## config.mk

```make
export PLATFORM = sky130hd
export DESIGN_NAME = timer_subsys_top
export DESIGN_NICKNAME = d
export VERILOG_FILES = /design/src/common/timer_pkg.sv /design/src/common/reg_pkg.sv /design/src/hw/cen_gen.sv /design/src/hw/timer_reg_if.sv /design/src/timers/timer_counter.sv /design/src/timers/timer_pair.sv /design/src/hw/timer_subsys_top.sv
export SDC_FILE = /design/constraint.sdc
export NUM_CORES = 1
export LEC_CHECK = 0
export ABC_AREA = 0
export BUFFER_PORTS_ARGS = -buffer_cell sky130_fd_sc_hd__buf_4
export CAP_MARGIN = 10
export CORE_ASPECT_RATIO = 0.9
export CORE_UTILIZATION = 55
export DETAILED_ROUTE_END_ITERATION = 10
export PLACE_DENSITY_LB_ADDON = 0.15
export SETUP_SLACK_MARGIN = 0.3
export SLEW_MARGIN = 20
export SYNTH_ARGS = -nofsm -noshare
export SYNTH_HDL_FRONTEND = slang
export SYNTH_HIERARCHICAL = 1
export SYNTH_SLANG_ARGS = --single-unit
```

## constraint.sdc

```tcl
create_clock -name clk -period 2.1 [get_ports clk]
set_clock_uncertainty 0.1 [all_clocks]
set_input_delay 0.42 -clock clk [delete_from_list [all_inputs] [get_ports clk]]
set_output_delay 0.42 -clock clk [all_outputs]
set_load 0.02 [all_outputs]
```

## src/common/timer_pkg.sv

```systemverilog
// Timer section definitions
`default_nettype none

package timer_pkg;

    // Counter widths of timer A and timer B.
    localparam int CW_A = 10;
    localparam int CW_B = 8;

    // Prescaler widths, each timer counts over CW + BW bits.
    localparam int BW_A = 6;
    localparam int BW_B = 10;

    // Clock cycles per sample-rate enable pulse.
    localparam int CEN_DIV = 4;
    localparam int CEN_CNT_W = (CEN_DIV > 1) ? $clog2(CEN_DIV) : 1;

    // Request bit positions, same order as the ack struct.
    localparam int N_REQ      = 4;
    localparam int REQ_LOAD_A = 3;
    localparam int REQ_LOAD_B = 2;
    localparam int REQ_CLR_A  = 1;
    localparam int REQ_CLR_B  = 0;

    typedef logic [CW_A-1:0]      value_a_t;
    typedef logic [CW_B-1:0]      value_b_t;
    typedef logic [CEN_CNT_W-1:0] cen_cnt_t;
    typedef logic [N_REQ-1:0]     req_vec_t;

    typedef struct packed {
        value_a_t value_a;
        value_b_t value_b;
        logic     load_a;
        logic     load_b;
        logic     clr_a;
        logic     clr_b;
        logic     irq_en_a;
        logic     irq_en_b;
    } timer_ctrl_t;

    typedef struct packed {
        logic load_ack_a;
        logic load_ack_b;
        logic clr_ack_a;
        logic clr_ack_b;
    } timer_ack_t;

    typedef struct packed {
        logic flag_a;
        logic flag_b;
    } timer_status_t;

endpackage

`default_nettype wire

```

## src/common/reg_pkg.sv

```systemverilog
// Host register map
`default_nettype none

package reg_pkg;

    localparam int REG_W = 8;

    typedef logic [REG_W-1:0] reg_addr_t;
    typedef logic [REG_W-1:0] reg_data_t;

    // Timer A upper 8 bits, then its lower 2 bits.
    localparam reg_addr_t ADDR_A_HI = 8'h10;
    localparam reg_addr_t ADDR_A_LO = 8'h11;
    localparam reg_addr_t ADDR_B    = 8'h12;
    localparam reg_addr_t ADDR_CTRL = 8'h14;

    // Bits of timer A that live in ADDR_A_LO.
    localparam int A_LO_BITS = 2;

    // Control register bit positions.
    localparam int CTRL_LOAD_A  = 0;
    localparam int CTRL_LOAD_B  = 1;
    localparam int CTRL_IRQEN_A = 2;
    localparam int CTRL_IRQEN_B = 3;
    localparam int CTRL_CLR_A   = 4;
    localparam int CTRL_CLR_B   = 5;

    // Single-cycle host write.
    typedef struct packed {
        logic      valid;
        reg_addr_t addr;
        reg_data_t data;
    } reg_wr_t;

endpackage

`default_nettype wire

```

## src/hw/cen_gen.sv

```systemverilog
// Sample-rate clock enable
`timescale 1ns/1ps
`default_nettype none

module cen_gen (
    input  logic clk,
    input  logic rst,
    output logic cen
);

    import timer_pkg::*;

    localparam cen_cnt_t CNT_LAST = cen_cnt_t'(CEN_DIV - 1);

    cen_cnt_t div_cnt;

    // Modulo counter with the pulse registered on the terminal count.
    always_ff @(posedge clk or posedge rst) begin
        if (rst) begin
            div_cnt <= '0;
            cen     <= 1'b0;
        end else begin
            if (div_cnt == CNT_LAST) begin
                div_cnt <= '0;
                cen     <= 1'b1;
            end else begin
                div_cnt <= div_cnt + 1'b1;
                cen     <= 1'b0;
            end
        end
    end

endmodule

`default_nettype wire

```

## src/hw/timer_reg_if.sv

```systemverilog
// Timer register interface
`timescale 1ns/1ps
`default_nettype none

module timer_reg_if (
    input  logic                  clk,
    input  logic                  rst,
    input  reg_pkg::reg_wr_t      wr,
    input  timer_pkg::timer_ack_t ack,
    output timer_pkg::timer_ctrl_t ctrl
);

    import reg_pkg::*;
    import timer_pkg::*;

    value_a_t value_a_q;
    value_b_t value_b_q;
    logic     irq_en_a_q;
    logic     irq_en_b_q;

    logic     ctrl_wr;
    req_vec_t req_q;
    req_vec_t req_set;
    req_vec_t ack_vec;

    assign ctrl_wr = wr.valid && (wr.addr == ADDR_CTRL);

    // Ack bits share the request ordering.
    assign ack_vec = ack;

    // Value registers only move on a write to their own address.
    always_ff @(posedge clk) begin
        if (wr.valid) begin
            case (wr.addr)
                ADDR_A_HI: value_a_q[CW_A-1:A_LO_BITS] <= wr.data;
                ADDR_A_LO: value_a_q[A_LO_BITS-1:0]    <= wr.data[A_LO_BITS-1:0];
                ADDR_B:    value_b_q                   <= wr.data;
                default:   ;
            endcase
        end
    end

    // New requests from a control write.
    always_comb begin
        req_set = '0;
        if (ctrl_wr) begin
            req_set[REQ_LOAD_A] = wr.data[CTRL_LOAD_A];
            req_set[REQ_LOAD_B] = wr.data[CTRL_LOAD_B];
            req_set[REQ_CLR_A]  = wr.data[CTRL_CLR_A];
            req_set[REQ_CLR_B]  = wr.data[CTRL_CLR_B];
        end
    end

    // A request holds until its ack is seen, a repeat merges into it.
    always_ff @(posedge clk or posedge rst) begin
        if (rst) begin
            req_q      <= '0;
            irq_en_a_q <= 1'b0;
            irq_en_b_q <= 1'b0;
        end else begin
            req_q <= (req_q & ~ack_vec) | req_set;
            if (ctrl_wr) begin
                irq_en_a_q <= wr.data[CTRL_IRQEN_A];
                irq_en_b_q <= wr.data[CTRL_IRQEN_B];
            end
        end
    end

    assign ctrl.value_a  = value_a_q;
    assign ctrl.value_b  = value_b_q;
    assign ctrl.load_a   = req_q[REQ_LOAD_A];
    assign ctrl.load_b   = req_q[REQ_LOAD_B];
    assign ctrl.clr_a    = req_q[REQ_CLR_A];
    assign ctrl.clr_b    = req_q[REQ_CLR_B];
    assign ctrl.irq_en_a = irq_en_a_q;
    assign ctrl.irq_en_b = irq_en_b_q;

    // No request drops before the timer has acknowledged it.
    assert property (@(posedge clk) disable iff (rst)
        (($past(req_q) & ~req_q & ~$past(ack_vec)) == '0));

endmodule

`default_nettype wire

```

## src/timers/timer_counter.sv

```systemverilog
// Prescaled timer counter
`timescale 1ns/1ps
`default_nettype none

module timer_counter #(
    parameter int CW = 10,
    parameter int BW = 6
) (
    input  logic          clk,
    input  logic          rst,
    input  logic          cen,
    input  logic [CW-1:0] start_value,
    input  logic          load,
    input  logic          clr_flag,
    input  logic          flag_enable,
    output logic          load_ack,
    output logic          clr_ack,
    output logic          flag,
    output logic          overflow
);

    typedef logic [CW+BW-1:0] count_t;

    count_t cnt;
    count_t cnt_start;
    logic   cnt_up;
    logic   wrap_q;

    // Start value sits above the prescaler bits.
    assign cnt_start = {start_value, {BW{1'b0}}};

    // The count advances on the cycle after each enable.
    always_ff @(posedge clk or posedge rst) begin
        if (rst) begin
            cnt_up <= 1'b0;
        end else begin
            cnt_up <= cen;
        end
    end

    // No reload on wrap. The counter rolls to zero and carries on.
    always_ff @(posedge clk or posedge rst) begin
        if (rst) begin
            cnt      <= '0;
            wrap_q   <= 1'b0;
            load_ack <= 1'b0;
        end else begin
            if (load) begin
                cnt      <= cnt_start;
                wrap_q   <= 1'b0;
                load_ack <= 1'b1;
            end else begin
                load_ack      <= 1'b0;
                {wrap_q, cnt} <= {1'b0, cnt} + {{(CW+BW){1'b0}}, cnt_up};
            end
        end
    end

    // A reload takes priority over a wrap in the same cycle.
    assign overflow = wrap_q & ~load;

    // Sticky flag that the clr handshake resets.
    always_ff @(posedge clk or posedge rst) begin
        if (rst) begin
            flag    <= 1'b0;
            clr_ack <= 1'b0;
        end else begin
            if (clr_flag) begin
                flag    <= 1'b0;
                clr_ack <= 1'b1;
            end else begin
                clr_ack <= 1'b0;
                if (flag_enable && overflow) begin
                    flag <= 1'b1;
                end
            end
        end
    end

    // The wrap pulse never overlaps a load and only follows a roll to zero.
    assert property (@(posedge clk) disable iff (rst) overflow |-> (!load && cnt == '0));

endmodule

`default_nettype wire

```

## src/timers/timer_pair.sv

```systemverilog
// Timer A and B with interrupt
`timescale 1ns/1ps
`default_nettype none

module timer_pair (
    input  logic                     clk,
    input  logic                     rst,
    input  logic                     cen,
    input  timer_pkg::timer_ctrl_t   ctrl,
    output timer_pkg::timer_ack_t    ack,
    output timer_pkg::timer_status_t status,
    output logic                     overflow_a,
    output logic                     irq_n
);

    import timer_pkg::*;

    logic flag_a;
    logic flag_b;

    timer_counter #(.CW(CW_A), .BW(BW_A)) i_timer_a (
        .clk         (clk),
        .rst         (rst),
        .cen         (cen),
        .start_value (ctrl.value_a),
        .load        (ctrl.load_a),
        .clr_flag    (ctrl.clr_a),
        .flag_enable (ctrl.irq_en_a),
        .load_ack    (ack.load_ack_a),
        .clr_ack     (ack.clr_ack_a),
        .flag        (flag_a),
        .overflow    (overflow_a)
    );

    // Timer B overflow only matters for the CSM path.
    timer_counter #(.CW(CW_B), .BW(BW_B)) i_timer_b (
        .clk         (clk),
        .rst         (rst),
        .cen         (cen),
        .start_value (ctrl.value_b),
        .load        (ctrl.load_b),
        .clr_flag    (ctrl.clr_b),
        .flag_enable (ctrl.irq_en_b),
        .load_ack    (ack.load_ack_b),
        .clr_ack     (ack.clr_ack_b),
        .flag        (flag_b),
        .overflow    ()
    );

    assign status.flag_a = flag_a;
    assign status.flag_b = flag_b;

    // Active-low interrupt, one cycle behind the flags.
    always_ff @(posedge clk or posedge rst) begin
        if (rst) begin
            irq_n <= 1'b1;
        end else begin
            irq_n <= !(flag_a || flag_b);
        end
    end

endmodule

`default_nettype wire

```

## src/hw/timer_subsys_top.sv

```systemverilog
// Timer subsystem top
`timescale 1ns/1ps
`default_nettype none

module timer_subsys_top (
    input  logic                     clk,
    input  logic                     rst,
    input  reg_pkg::reg_wr_t         wr,
    output timer_pkg::timer_status_t status,
    output logic                     irq_n,
    output logic                     overflow_a
);

    import timer_pkg::*;

    timer_ctrl_t ctrl;
    timer_ack_t  ack;
    logic        cen;

    // Host writes into timer controls.
    timer_reg_if i_timer_reg_if (
        .clk  (clk),
        .rst  (rst),
        .wr   (wr),
        .ack  (ack),
        .ctrl (ctrl)
    );

    // Sample-rate enable for both timers.
    cen_gen i_cen_gen (
        .clk (clk),
        .rst (rst),
        .cen (cen)
    );

    timer_pair i_timer_pair (
        .clk        (clk),
        .rst        (rst),
        .cen        (cen),
        .ctrl       (ctrl),
        .ack        (ack),
        .status     (status),
        .overflow_a (overflow_a),
        .irq_n      (irq_n)
    );

endmodule

`default_nettype wire

```

==> results.yml <==
timing:
  finalHoldViolCount: 0
  period_share_pct: 82.4
  setup_viol: 0
  rsz0062_at_grt: "true"
  slew_headroom_pct: 64.9
  worst_pin_slew_ns: 0.526
  slew_viol_final: 0
  tns_ns: 0
  fin_crit_ns: 1.73
  max_freq_mhz: 578
worst_setup_path:
  endpoint_kind: "register"
  critPathLaunchType: "register"
  path_class: "register to register"
  worstPathArrival_ns: 1.87
  crit_slowest_cell: "dfrtp_1"
  crit_chain: "ha_1, and4_4, nand3_4, o31a_1, o31a_1"
  cp_slowest_stage_delay_ns: 0.37
  crit_top_cell: "o31a_1"
  critPathMaxFanout: 5
  required_ns: 2.24
synthesis:
  syn-num-nets: 294
  synth_warnings: 6
  synth.cell_area_um2: 3270
  syn_inst: 270
  ys_seq_elements: 72
  yosysTopAreaCell: "dfrtp_1"
  ys_types: 45
  ys_seq_area_share_pct: 57.8
  postSynth.asyncResetShare_pct: 75.0
  synth-edff-count: 18
  dominantRegCellSynth: "dfrtp_1"
  synth.area.top_cells: "dfrtp_1 (41%), edfxtp_1 (17%), xor2_1 (4.8%)"
  syn_area_per_cell_um2: 12.1
  synth_top_area_share_pct: 40.5
power:
  p_int_w: 0.00273
  p_leak_nw: 1.58
  powerDensity_nw_per_um2: 1040
  swShare_pct: 29.0
  clock_power_share_pct: 32.4
  power_frac_comb_pct: 16.2
  p_seq_share_pct: 51.4
  ir_drop_mv: 0.682
  p_sw_w: 0.00111
cells_and_area:
  layout_common_cells: "dfrtp_1 (53), buf_4 (29), nor2_1 (22)"
  diodes: 0
  final_common_cell: "dfrtp_1"
  design_area_um2: 3710
  fin_nets: 321
  area_delta_synth_final_pct: 13.3
  drive_gt1_share_pct: 22.5
route:
  drtIter0Drc: 123
  via_count: 2033
  drt-total-wl_um: 5470
  first_pass_iters: 4
  ant_nets: 0
  wl_per_cell_um: 14.7
  post-route-drc-count: 0
  routed_via_density: 5.47
clock_network:
  htreeDepth: 3
  cts_sinks: 72
  path_clk_slew_ns: 0.08
  clockRootBuffer: "clkbuf_8"
  clkLatencyLatePin_ns: 0.35
  max-clock-path-buffers: 2
  cts_buffers: 9
  tritoncts: "done"
global_route:
  overflow: 0
  grt_max_degree: 30
  grt_pass1_vias: 1940
  antenna_found_initial: 0
  grt_pass1_wl_um: 9220
  track_usage_pct: 19.7
floorplan:
  ios: 23
  die_area_um2: 6270
  core_area_um2: 5690
  rows: 26
  die_w_um: 83.3
  start_util_pct: 57.5
  fp.dieH_um: 75.2
place:
  place_hpwl_um: 3850
  gp_congestion: 0.796
  place_area_um2: 3430
  placement.io_buffers: 22
flow_run:
  drv_cap: 0
status:
  status: "completed"
worst_hold_path:
  hold_path.class: "primary input to register"
==> cell type report <==
type | instances | area (um2)
Fill cell | 440 | 1980
Tap cell | 70 | 87.6
Multi-Input combinational cell | 170 | 1200
Clock buffer | 13 | 224
Timing Repair Buffer | 30 | 228
Inverter | 14 | 52.6
Sequential cell | 72 | 1890
Clock inverter | 3 | 22.5
==> worst max-delay path, delay by kind of cell (launching register included) <==
kind	cells	cell delay [ns]
and+or+nand+nor	2	0.40
DFF	1	0.37
adders and majority gates	1	0.22
AOI/OAI and AO/OA	2	0.54
==> power by group through the flow <==
stage                     Clock [W]  Combinational, W  Sequential, W
final                       0.00125          0.000622        0.00197
after global routing        0.00134          0.000714        0.00202
after global placement            0          0.000587        0.00198
after floorplan                   0          0.000519        0.00191
after detailed placement          0          0.000603        0.00199
after CTS                   0.00128          0.000612        0.00196
==> timing repair <==
| item | 4_1_cts | 5_1_grt |
|---|---|---|
| pin swaps | 0 | 0 |
| resized for setup | 1 | 5 |
| hold buffers | 1 | 0 |
| setup endpoints to repair | 1 | 4 |
| setup buffers | 0 | 2 |
| endpoints found under the hold margin | 10 | 0 |
==> path summary, 6_finish.rpt <==
path / cells after the start / slack [ns] / start / endpoint
min: 1 / 0.16 / wr[7] / i_timer_reg_if/value_b_q[7]$_DFFE_PP_
max reg2reg: 5 / 0.37 / i_timer_pair/i_timer_b/cnt[0]$_DFF_PP0_ / i_timer_pair/i_timer_b/cnt[15]$_DFF_PP0_
min in group asynchronous: 3 / 0.41 / rst / i_cen_gen/div_cnt[0]$_DFF_PP0_
max: 5 / 0.37 / i_timer_pair/i_timer_b/cnt[0]$_DFF_PP0_ / i_timer_pair/i_timer_b/cnt[15]$_DFF_PP0_
min reg2reg: 1 / 0.32 / i_timer_pair/i_timer_a/clr_ack$_DFF_PP0_ / i_timer_reg_if/req_q[1]$_DFF_PP0_
max in group asynchronous: 4 / 1.07 / rst / i_timer_pair/i_timer_b/cnt[12]$_DFF_PP0_
==> metrics by stage <==
step                std cells  power, W  utilization [%]  hold slack (ns)  setup slack [ns]
detailed placement        353   0.00259             60.2            0.229             0.296
floorplan                 270   0.00243                -           0.0736             0.384
global placement          353   0.00257             60.2            0.226             0.351
global route              372   0.00407             65.2            0.136             0.290
finish                    372   0.00384             65.2            0.158             0.370
CTS                       370   0.00386             64.7            0.140             0.316
==> cell usage after synthesis, types with 2 or more instances <==
cell type	instances
dfrtp_1	53
nor2_1	22
nand2_1	21
edfxtp_1	18
xor2_1	18
inv_1	14
nand3_1	13
nand4_1	12
o21ai_0	10
xnor2_1	9
and4_1	5
ha_1	5
nor2b_1	5
nor4_1	5
and4_2	4
buf_4	4
o22ai_1	4
o31a_1	4
a21oi_1	3
buf_6	3
mux2_2	3
nor3b_1	3
a22oi_1	2
and3_1	2
clkbuf_1	2
clkbuf_8	2
mux2_4	2
nand3_4	2
nand4_4	2
nor3_1	2
o21ai_1	2
==> kinds of logic (layout without fill, tap and decap cells) <==
group                    count (synthesis)  count (layout)  synth area share [%]
AO/OA/AOI/OAI                           25              25                  4.58
XOR/XNOR                                27              27                  7.22
adder cells (fa/ha/maj)                  5               5                  1.91
buffers and inverters                   28              60                  6.00
flip-flops                              72              72                  57.8
multiplexers                             5               5                  1.95
AND/OR/NAND/NOR                        108             108                  20.5
==> sequential cells by signal, summed over array words and instances, names as in the netlist <==
name and cells:
i_cen_gen/cen 1, i_cen_gen/div_cnt 2, i_timer_pair/i_timer_a/clr_ack 1, i_timer_pair/i_timer_a/cnt 16
i_timer_pair/i_timer_a/cnt_up 1, i_timer_pair/i_timer_a/flag 1, i_timer_pair/i_timer_a/load_ack 1, i_timer_pair/i_timer_a/wrap_q 1
i_timer_pair/i_timer_b/clr_ack 1, i_timer_pair/i_timer_b/cnt 18, i_timer_pair/i_timer_b/cnt_up 1, i_timer_pair/i_timer_b/flag 1
i_timer_pair/i_timer_b/load_ack 1, i_timer_pair/i_timer_b/wrap_q 1, i_timer_pair/irq_n 1, i_timer_reg_if/irq_en_a_q 1
i_timer_reg_if/irq_en_b_q 1, i_timer_reg_if/req_q 4, i_timer_reg_if/value_a_q 10, i_timer_reg_if/value_b_q 8
==> layer usage <==
layer	vias up	GRT usage, %	share of wire (%)
li1	1001	-	-
met1	973	28.2	52
met2	55	28.1	41
met3	4	7.46	6.0
met4	0	5.94	0.62
met5	-	0	0
Power figures use the tool's default switching activity.
